**config.mk**
```make
export PLATFORM = sky130hd
export DESIGN_NAME = piano_controller
export DESIGN_NICKNAME = d
export VERILOG_FILES = /design/src/verilog/piano_pkg.sv /design/src/verilog/status_if.sv /design/src/verilog/menu_sequencer.sv /design/src/verilog/round_sequencer.sv /design/src/verilog/control_decoder.sv /design/src/verilog/piano_controller.sv
export VERILOG_INCLUDE_DIRS = /design/src /design/src/verilog
export SDC_FILE = /design/constraint.sdc
export NUM_CORES = 1
export LEC_CHECK = 0
export BUFFER_PORTS_ARGS = -buffer_cell sky130_fd_sc_hd__buf_2
export CORE_ASPECT_RATIO = 0.6
export CORE_MARGIN = 2
export CORE_UTILIZATION = 25
export CTS_CLUSTER_DIAMETER = 40
export CTS_CLUSTER_SIZE = 8
export DETAILED_ROUTE_END_ITERATION = 6
export PLACE_DENSITY_LB_ADDON = 0.25
export SLEW_MARGIN = 40
export SYNTH_ARGS = -nofsm -noshare
export SYNTH_HDL_FRONTEND = slang
export SYNTH_HIERARCHICAL = 1
export SYNTH_SLANG_ARGS = --single-unit
```
**constraint.sdc**
```tcl
create_clock -name clock -period 1.7 [get_ports clock]
set_input_delay 0.34 -clock clock [delete_from_list [all_inputs] [get_ports clock]]
set_output_delay 0.34 -clock clock [all_outputs]
set_load 0.01 [all_outputs]
```
**src/verilog/piano_params.svh**
```systemverilog
// Width defines for state codes, mode word, error choices and menu select
`ifndef PIANO_PARAMS_SVH
`define PIANO_PARAMS_SVH

// --------------------------------------------------
// State encoding
// --------------------------------------------------

// Shared by both state machines and the debug output
`define PIANO_STATE_W 6

// --------------------------------------------------
// Player inputs and menu outputs
// --------------------------------------------------

// One-hot mode word, freestyle and genius
`define PIANO_MODE_W 2

// Retry round, retry note, replay last
`define PIANO_ERROR_W 3

// Menu screen selector
`define PIANO_MENU_SEL_W 3

`endif

```
**src/verilog/piano_pkg.sv**
```systemverilog
// Package with menu and round state enums, mode word and error choice types
`default_nettype none

`include "piano_params.svh"

package piano_pkg;

    // Setup menu states
    typedef enum logic [`PIANO_STATE_W-1:0] {
        menu_idle   = 6'h00,
        menu_open   = 6'h1C,
        wait_mode   = 6'h1D,
        wait_tempo  = 6'h1E,
        wait_key    = 6'h1F,
        wait_song   = 6'h20,
        menu_launch = 6'h30,
        menu_handed = 6'h31
    } menu_state_t;

    // Game states, genius and freestyle share one register
    typedef enum logic [`PIANO_STATE_W-1:0] {
        round_idle      = 6'h3F,
        init_elements   = 6'h01,
        round_start     = 6'h02,
        show            = 6'h03,
        show_wait       = 6'h04,
        show_next       = 6'h05,
        note_start      = 6'h06,
        note_wait       = 6'h07,
        compare         = 6'h09,
        won             = 6'h0A,
        next_note       = 6'h0B,
        advance_step    = 6'h13,
        note_wrong      = 6'h14,
        timing_wrong    = 6'h15,
        note_play       = 6'h17,
        show_last       = 6'h18,
        next_round      = 6'h19,
        check_end       = 6'h1A,
        store           = 6'h1B,
        error_menu_open = 6'h21,
        error_menu      = 6'h22,
        free_wait       = 6'h23,
        free_play       = 6'h2D
    } round_state_t;

    // One-hot mode word
    typedef struct packed {
        logic freestyle;
        logic genius;
    } mode_t;

    // Error menu choice, highest priority first
    typedef struct packed {
        logic retry_round;
        logic retry_note;
        logic replay_last;
    } error_choice_t;

endpackage

`default_nettype wire

```
**src/verilog/status_if.sv**
```systemverilog
// Interface bundling the datapath condition levels with source and sink modports
`default_nettype none

interface status_if;

    logic lead_done;
    logic step_done;
    logic note_made;
    logic note_right;
    logic timing_right;
    logic timing_low;
    logic at_round_end;
    logic timer_expired;
    logic song_end;

    // Datapath side
    modport source (
        output lead_done, step_done, note_made, note_right, timing_right,
               timing_low, at_round_end, timer_expired, song_end
    );

    // Controller side
    modport sink (
        input lead_done, step_done, note_made, note_right, timing_right,
              timing_low, at_round_end, timer_expired, song_end
    );

endinterface

`default_nettype wire

```
**src/verilog/menu_sequencer.sv**
```systemverilog
// Setup menu state machine with the mode register and the launch level
`default_nettype none

module menu_sequencer
    import piano_pkg::*;
(
    input  logic        clock,
    input  logic        reset,
    input  logic        start,
    input  logic        enter,
    input  mode_t       mode,
    output logic        launch,
    output mode_t       mode_sel,
    output menu_state_t menu_state
);

    menu_state_t next_state;

    // --------------------------------------------------
    // State and mode registers
    // --------------------------------------------------

    always_ff @(posedge clock or posedge reset) begin
        if (reset) begin
            menu_state <= menu_idle;
        end else begin
            menu_state <= next_state;
        end
    end

    // Mode is taken when the player confirms the mode screen
    always_ff @(posedge clock or posedge reset) begin
        if (reset) begin
            mode_sel <= '0;
        end else if (menu_state == wait_mode && enter) begin
            mode_sel <= mode;
        end
    end

    // --------------------------------------------------
    // Next state
    // --------------------------------------------------

    always_comb begin
        next_state = menu_state;
        case (menu_state)
            menu_idle:   next_state = start ? menu_open : menu_idle;
            menu_open:   next_state = wait_mode;
            wait_mode:   next_state = enter ? wait_tempo : wait_mode;
            wait_tempo:  next_state = enter ? wait_key : wait_tempo;
            wait_key: begin
                // Song choice only matters for genius
                if (enter) begin
                    next_state = mode_sel.genius ? wait_song : menu_launch;
                end
            end
            wait_song:   next_state = enter ? menu_launch : wait_song;
            menu_launch: next_state = menu_handed;
            menu_handed: next_state = menu_handed;
            default:     next_state = menu_idle;
        endcase
    end

    // High for the single hand-over cycle
    assign launch = (menu_state == menu_launch);

endmodule

`default_nettype wire

```
**src/verilog/round_sequencer.sv**
```systemverilog
// Genius and freestyle game state machine including the error menu
`default_nettype none

module round_sequencer
    import piano_pkg::*;
(
    input  logic          clock,
    input  logic          reset,
    input  logic          start,
    input  logic          enter,
    input  logic          launch,
    input  mode_t         mode_sel,
    input  error_choice_t error_choice,
    status_if.sink        status,
    output round_state_t  round_state
);

    round_state_t next_state;

    always_ff @(posedge clock or posedge reset) begin
        if (reset) begin
            round_state <= round_idle;
        end else begin
            round_state <= next_state;
        end
    end

    // --------------------------------------------------
    // Next state
    // --------------------------------------------------

    always_comb begin
        next_state = round_state;
        if (round_state == round_idle) begin
            next_state = launch ? init_elements : round_idle;
        end else if (mode_sel.genius) begin
            case (round_state)
                init_elements: next_state = round_start;
                round_start:   next_state = status.lead_done ? show : round_start;
                show:          next_state = show_wait;
                show_wait: begin
                    // Last shown element hands over to the player
                    if (status.timing_low) begin
                        next_state = status.at_round_end ? note_start : show_next;
                    end
                end
                show_next:     next_state = show;
                note_start:    next_state = note_wait;
                note_wait: begin
                    if (status.timer_expired) begin
                        next_state = timing_wrong;
                    end else if (status.note_made) begin
                        next_state = note_play;
                    end
                end
                note_play:     next_state = status.note_made ? note_play : compare;
                compare: begin
                    if (!status.note_right) begin
                        next_state = note_wrong;
                    end else if (!status.timing_right) begin
                        next_state = timing_wrong;
                    end else if (status.at_round_end) begin
                        next_state = status.step_done ? won : advance_step;
                    end else begin
                        next_state = next_note;
                    end
                end
                next_note:     next_state = note_wait;
                advance_step:  next_state = store;
                store:         next_state = check_end;
                check_end:     next_state = status.song_end ? won : next_round;
                next_round:    next_state = round_start;
                won:           next_state = start ? init_elements : won;
                note_wrong,
                timing_wrong:  next_state = error_menu_open;
                error_menu_open: next_state = error_menu;
                error_menu: begin
                    // No choice bit keeps the menu up
                    if (enter) begin
                        if (error_choice.retry_round) begin
                            next_state = round_start;
                        end else if (error_choice.retry_note) begin
                            next_state = note_start;
                        end else if (error_choice.replay_last) begin
                            next_state = show_last;
                        end
                    end
                end
                show_last:     next_state = status.timing_low ? note_wait : show_last;
                default:       next_state = round_idle;
            endcase
        end else begin
            // Freestyle
            case (round_state)
                init_elements: next_state = free_wait;
                free_wait:     next_state = status.note_made ? free_play : free_wait;
                free_play:     next_state = status.note_made ? free_play : free_wait;
                default:       next_state = free_wait;
            endcase
        end
    end

endmodule

`default_nettype wire

```
**src/verilog/control_decoder.sv**
```systemverilog
// Moore output decoder for datapath strobes, indicators, menu select and debug code
`default_nettype none

`include "piano_params.svh"

module control_decoder
    import piano_pkg::*;
(
    input  menu_state_t                  menu_state,
    input  round_state_t                 round_state,
    output logic                         clear_note,
    output logic                         store_note,
    output logic                         clear_step,
    output logic                         count_step,
    output logic                         clear_note_count,
    output logic                         count_note_count,
    output logic                         clear_lead,
    output logic                         count_lead,
    output logic                         clear_timer,
    output logic                         count_timer,
    output logic                         player_turn,
    output logic                         clear_beat,
    output logic                         count_beat,
    output logic                         leds_from_memory,
    output logic                         leds_on,
    output logic                         sound,
    output logic                         won,
    output logic                         lost,
    output logic                         capture_error,
    output logic                         menu_open,
    output logic                         capture_tempo,
    output logic                         capture_key,
    output logic                         capture_song,
    output logic                         menu_visible,
    output logic [`PIANO_MENU_SEL_W-1:0] menu_sel,
    output logic [`PIANO_STATE_W-1:0]    db_state
);

    // --------------------------------------------------
    // Datapath strobes
    // --------------------------------------------------

    assign clear_note       = (menu_state == menu_idle) && (round_state == round_idle);
    assign store_note       = round_state inside {note_play, free_play};
    assign clear_step       = (round_state == init_elements);
    assign count_step       = (round_state == next_round);
    assign clear_note_count = round_state inside {note_start, round_start};
    assign count_note_count = round_state inside {advance_step, show_next, next_note};
    assign clear_lead       = round_state inside {show, init_elements, note_start};
    assign count_lead       = (round_state == round_start);

    assign clear_timer = round_state inside {next_note, note_start, init_elements,
                                             note_wrong, timing_wrong, check_end};
    assign count_timer = (round_state == note_wait);

    // Metronome
    assign clear_beat = round_state inside {show, note_wrong, timing_wrong, note_wait,
                                            init_elements, check_end};
    assign count_beat = round_state inside {show_last, show_wait, note_play,
                                            free_wait, free_play};

    assign capture_error = (round_state == compare);

    // --------------------------------------------------
    // Player indicators
    // --------------------------------------------------

    assign player_turn      = (round_state == note_wait);
    assign leds_from_memory = round_state inside {show_wait, show_last};
    assign leds_on          = round_state inside {note_play, free_play, show_wait, show_last};
    assign sound            = round_state inside {note_play, free_play};
    assign won              = (round_state == piano_pkg::won);
    assign lost             = round_state inside {note_wrong, timing_wrong};

    // --------------------------------------------------
    // Menu outputs
    // --------------------------------------------------

    assign menu_open     = (menu_state == piano_pkg::menu_open) ||
                           (round_state == error_menu_open);
    assign capture_tempo = (menu_state == wait_tempo);
    assign capture_key   = (menu_state == wait_key);
    assign capture_song  = (menu_state == wait_song);

    assign menu_visible = (menu_state inside {wait_mode, wait_tempo, wait_key, wait_song}) ||
                          (round_state == error_menu);

    // Screen code, setup screens in bits 1..0 and error screen in bit 2
    assign menu_sel[0] = menu_state inside {wait_tempo, wait_song};
    assign menu_sel[1] = menu_state inside {wait_key, wait_song};
    assign menu_sel[2] = (round_state == error_menu);

    // Menu code until hand-over, game code after
    assign db_state = (menu_state == menu_handed) ? round_state : menu_state;

endmodule

`default_nettype wire

```
**src/verilog/piano_controller.sv**
```systemverilog
// Piano game controller top level with the menu, round and decoder instances
`default_nettype none

`include "piano_params.svh"

module piano_controller
    import piano_pkg::*;
(
    input  logic                         clock,
    input  logic                         reset,
    input  logic                         start,
    input  logic                         enter,
    input  logic [`PIANO_MODE_W-1:0]     mode,
    input  logic [`PIANO_ERROR_W-1:0]    error_choice,
    input  logic                         lead_done,
    input  logic                         step_done,
    input  logic                         note_made,
    input  logic                         note_right,
    input  logic                         timing_right,
    input  logic                         timing_low,
    input  logic                         at_round_end,
    input  logic                         timer_expired,
    input  logic                         song_end,
    output logic                         clear_note,
    output logic                         store_note,
    output logic                         clear_step,
    output logic                         count_step,
    output logic                         clear_note_count,
    output logic                         count_note_count,
    output logic                         clear_lead,
    output logic                         count_lead,
    output logic                         clear_timer,
    output logic                         count_timer,
    output logic                         player_turn,
    output logic                         clear_beat,
    output logic                         count_beat,
    output logic                         leds_from_memory,
    output logic                         leds_on,
    output logic                         sound,
    output logic                         won,
    output logic                         lost,
    output logic                         capture_error,
    output logic                         menu_open,
    output logic                         capture_tempo,
    output logic                         capture_key,
    output logic                         capture_song,
    output logic                         menu_visible,
    output logic [`PIANO_MENU_SEL_W-1:0] menu_sel,
    output logic [`PIANO_STATE_W-1:0]    db_state
);

    logic         launch;
    mode_t        mode_sel;
    menu_state_t  menu_state;
    round_state_t round_state;

    // --------------------------------------------------
    // Datapath condition levels
    // --------------------------------------------------

    status_if status ();

    assign status.lead_done     = lead_done;
    assign status.step_done     = step_done;
    assign status.note_made     = note_made;
    assign status.note_right    = note_right;
    assign status.timing_right  = timing_right;
    assign status.timing_low    = timing_low;
    assign status.at_round_end  = at_round_end;
    assign status.timer_expired = timer_expired;
    assign status.song_end      = song_end;

    // --------------------------------------------------
    // Instances
    // --------------------------------------------------

    menu_sequencer u_menu (
        .clock      (clock),
        .reset      (reset),
        .start      (start),
        .enter      (enter),
        .mode       (mode_t'(mode)),
        .launch     (launch),
        .mode_sel   (mode_sel),
        .menu_state (menu_state)
    );

    round_sequencer u_round (
        .clock        (clock),
        .reset        (reset),
        .start        (start),
        .enter        (enter),
        .launch       (launch),
        .mode_sel     (mode_sel),
        .error_choice (error_choice_t'(error_choice)),
        .status       (status.sink),
        .round_state  (round_state)
    );

    // Port names match the top level one to one
    control_decoder u_decoder (.*);

endmodule

`default_nettype wire

```
== After elaboration in Yosys (flattened, before gate mapping) ==
Index checks and enable logic that the tools add are counted.
Word-level totals
  output and inout port bits: 33
  flip-flop bits (word level): 13
  bits of input ports: 18
  word-level logic and storage cells: 93
Cells by class
  mux-type cells: 31
  equality and inequality tests: 35
  reductions and logical operators: 24
Operators by type and width (number)
  6-bit one-hot mux with 17 select lines: 1
  6-bit two-way mux: 16
  6-bit by 5-bit equality test with 1-bit output, second input constant: 12
  6-bit equality test, second input constant: 8
  6-bit one-hot mux with 7 select lines: 1
  5-bit two-way mux: 7
  6-bit by 3-bit equality test with 1-bit output, second input constant: 4
  6-bit by 4-bit equality test with 1-bit output, second input constant: 3
  6-bit by 2-bit equality test with 1-bit output, second input constant: 2
  2-bit nonzero test: 6
  6-bit nonzero test: 2
  2-bit OR reduction: 5
  4-bit two-way mux: 2
  4-bit by 3-bit inequality test with 1-bit output, second input constant: 2
  4-bit nonzero test: 2
  6-bit by 1-bit equality test with 1-bit output, second input constant: 1
  6-bit logical NOT: 1
  6-bit by 5-bit inequality test with 1-bit output, second input constant: 1
  3-bit nonzero test: 2
  5-bit by 4-bit inequality test with 1-bit output, second input constant: 1
  5-bit nonzero test: 1
  2-bit two-way mux: 2
  4-bit AND reduction: 1
  1-bit logical AND: 2
  3 further kinds: 5

== Depth between registers and ports, before layout ==
  word-level depth: 7
  gate-level depth with buffers: 8

== By module ==
Netlist, hierarchy kept.
Modules (own cells, without submodules)
  round_sequencer: seq. area each 157.7 um^2, cells an instance 127, area each 967.2 um^2, instances 1
  control_decoder: seq. area each 0.0 um^2, cells an instance 99, area each 634.4 um^2, instances 1
  menu_sequencer: seq. area each 175.2 um^2, cells an instance 35, area each 384.1 um^2, instances 1

== Worst setup path after synthesis ==
OpenSTA, ideal clock, no wires.
  kind: reg2out
  start point: reg u_round.round_state[2]
  end point: out player_turn
  stages on the path, launching flop included: 6
  path slack: -0.139 ns
  arrival: 1.499 ns
  buffers on the path: 3
  cells stage by stage: dfstp_2 > buf_2 > buf_2 > nand2_1 > nor3_1 > buf_4
On the way
  cells in the longest elaborated chain, start to end: 1
Ends and longest elaborated chain
  from (decl): line round_sequencer.sv:15  | output round_state_t round_state
  from (signal assigned): line round_sequencer.sv:22  | round_state <= round_idle;
  from (signal assigned): line round_sequencer.sv:24  | round_state <= next_state;
  6-bit by 3-bit equality test with 1-bit output
  to (decl): line piano_controller.sv:34  | output logic player_turn,
No other way between the ends.

== Worst setup path in the final report ==
  start point: reg u_round.round_state[0]
  end point: out clear_beat
On the way
  cells in the longest elaborated chain, start to end: 2
  elaborated cells between the ends (all ways): 7
  those cells by class: eq/ne: 6; reduce/logical: 1
Ends and longest elaborated chain
  6-bit by 2-bit equality test with 1-bit output (tied with other cells): line control_decoder.sv:57  | assign clear_beat = round_state inside {show, note_wrong, timing_wrong, note_wait,
  6-bit nonzero test *: line control_decoder.sv:57
  to (decl): line piano_controller.sv:35  | output logic clear_beat,
Every way passes the cells marked *; elsewhere a longest branch is shown, timed or not.

==> metrics.txt <==
GRT Residual Overflow=0; CTS H-tree depth=1; endpoints failing hold=0; Clock Path Buffers=2; placed inst area=2760 um^2; leak pwr=approximately 1.6 nW; DPL Wire Length=5390 um; Hold Crit Class=in -> async; Setup Skew=between 3 and 4 ps; initial antenna violation count=0; die area=~8500 um^2; IO Port Bufs=49; Area Growth Syn to Fin=83.4%; Finished Cell Area=~3600 um^2; top achievable clock speed=approximately 470 MHz; Place WS=-236 ps; All-Layer GR Usage=18.0%; Max Cap Violations=0; # nets final=408; Max transition margin=around three quarters; Final Cycle Share=125%; TNS Setup=-9420 ps; mapped cell area=about 1900 um^2; Finished Core Util=48.2%; die height=slightly above 70 um; Num CTS Buffers=3; num ports=~50; worst skew pair latency=between 200 and 250 ps; drt drc=0; Pwr Total=4.65 mW; global-route wire length before repair=roughly 12000 um; wire per inst=approximately 16 um; DR iter-0 viols=211; Final Slew Violations=0; Post-CTS Hold Fix Bufs=0; Data required, critical path=about 1400 ps; critical path type=reg -> out; Final ANT Viol Nets=0; fin crit period=2120 ps; CORE AREA=7420 um^2; Fill cells=roughly 730; Rows=24; Cells after Synth=around 260; Syn Area/Cell=roughly 7.5 um^2; die width=118 um; initial core utilization=26.3%; RSZ-0062 raised after global routing=yes; routed vias/inst=about 5.3; Root Buffer=clkbuf_16; CP startpoint kind=flip-flop; via count=~2600; largest net degree at the start of global routing=13; final std cells w/o fill=slightly below 500; final worst setup slack=-421 ps; routability cong.=0.865; failing checks=negative setup slack; CTS sink cnt=12; hold slack=21.2 ps; Reg clk slew, reported paths=approximately 40 ps; maximum vdd ir drop=around 0.00063 V; Least-Margin Pin Slew=between 300 and 400 ps; PD cells=1300 nW/um^2; Critical Path Fanout Max=6; CP endpoint kind=output port; YS warnings=6; Initial DRT Pass Iterations=5; r2r setup slk=-420 ps; share of layout cells above drive strength 1=between 60% and 70%; Final Setup Violations=38; Inst Count DP=about 460; Post-Route WL=slightly above 8000 um; outcome=finished with violations; vias in the first global route=between 2000 and 2500; CTS tree=done; Worst EP arrival=1780 ps; Post-Synthesis Net Count=between 200 and 300; diode count=0
registers in the layout (all words and copies together) (netlist names):
name	cells
u_menu/mode_sel	1
u_menu/menu_state	5
u_round/round_state	6
final cells by class:
type                       count  area, um^2  share of cell area [%]
clock buffer                   4        78.8                    2.21
tap                          104         130                    3.64
sequential                    12         313                    8.75
timing repair buffer         150        1210                    33.7
inverter                      11        45.0                    1.26
multi-input combinational    212        1800                    50.4
worst max-delay path: stages, from the launching register on:
cell and delay [ps]:
dfstp_2 600, buf_6 150, buf_8 120, buf_4 110
nand3b_1 80, a21oi_1 180, o21ba_4 170, buf_2 120
power by group:
| group | switching [mW] | leakage [nW] | total (mW) | internal (mW) |
|---|---|---|---|---|
| clock | 0.123 | 0.0382 | 0.439 | 0.316 |
| combinational | 1.72 | 1.44 | 3.62 | 1.90 |
| sequential | 0.175 | 0.143 | 0.589 | 0.415 |
placed cells by master, fill, tap and decap left out, types with 3 or more instances in the layout:
| master | n |
|---|---|
| a21o_1 | 5 |
| a21oi_1 | 11 |
| a21oi_2 | 8 |
| a31oi_1 | 4 |
| and3_1 | 3 |
| buf_12 | 5 |
| buf_2 | 46 |
| buf_4 | 79 |
| buf_6 | 14 |
| buf_8 | 3 |
| clkbuf_16 | 4 |
| dfrtp_1 | 5 |
| dfstp_2 | 5 |
| inv_1 | 6 |
| inv_2 | 4 |
| nand2_1 | 18 |
| nand2b_1 | 3 |
| nand2b_4 | 4 |
| nand3_1 | 5 |
| nand3_2 | 4 |
| nand3b_1 | 6 |
| nand4_1 | 3 |
| nand4b_1 | 3 |
| nor2_1 | 18 |
| nor2b_1 | 4 |
| nor3_1 | 3 |
| nor3b_2 | 3 |
| nor4_2 | 4 |
| nor4_4 | 4 |
| nor4b_2 | 3 |
| o211ai_1 | 3 |
| o21a_1 | 4 |
| o21ai_1 | 4 |
| o22ai_1 | 3 |
| or2_4 | 3 |
| or4_4 | 3 |
| xor2_1 | 3 |
path summary, 6_finish.rpt:
check,cells past startpoint,startpoint,end
setup / recovery,7,u_round/round_state[0],clear_beat
hold / removal,2,reset,u_menu/mode_sel[0]
setup reg to reg,10,u_round/round_state[3],u_round/round_state[2]
hold reg to reg,3,u_menu/mode_sel[0],u_round/round_state[1]
max in group asynchronous,2,reset,u_round/round_state[2]
min in group clock,2,mode[0],u_menu/mode_sel[0]
per-layer routing:
metal	track usage, %	wire [um]
met5	0	0
met4	4.15	78
met3	2.75	600
met2	26.7	3510
met1	27.2	3930
repair_timing:
action,4_1_cts,5_1_grt
pin swaps,19,28
endpoints found under the setup margin,37,37
buffers inserted,18,13
cloned,2,1
gates resized for setup,50,51
Power figures use the tool's default switching activity.
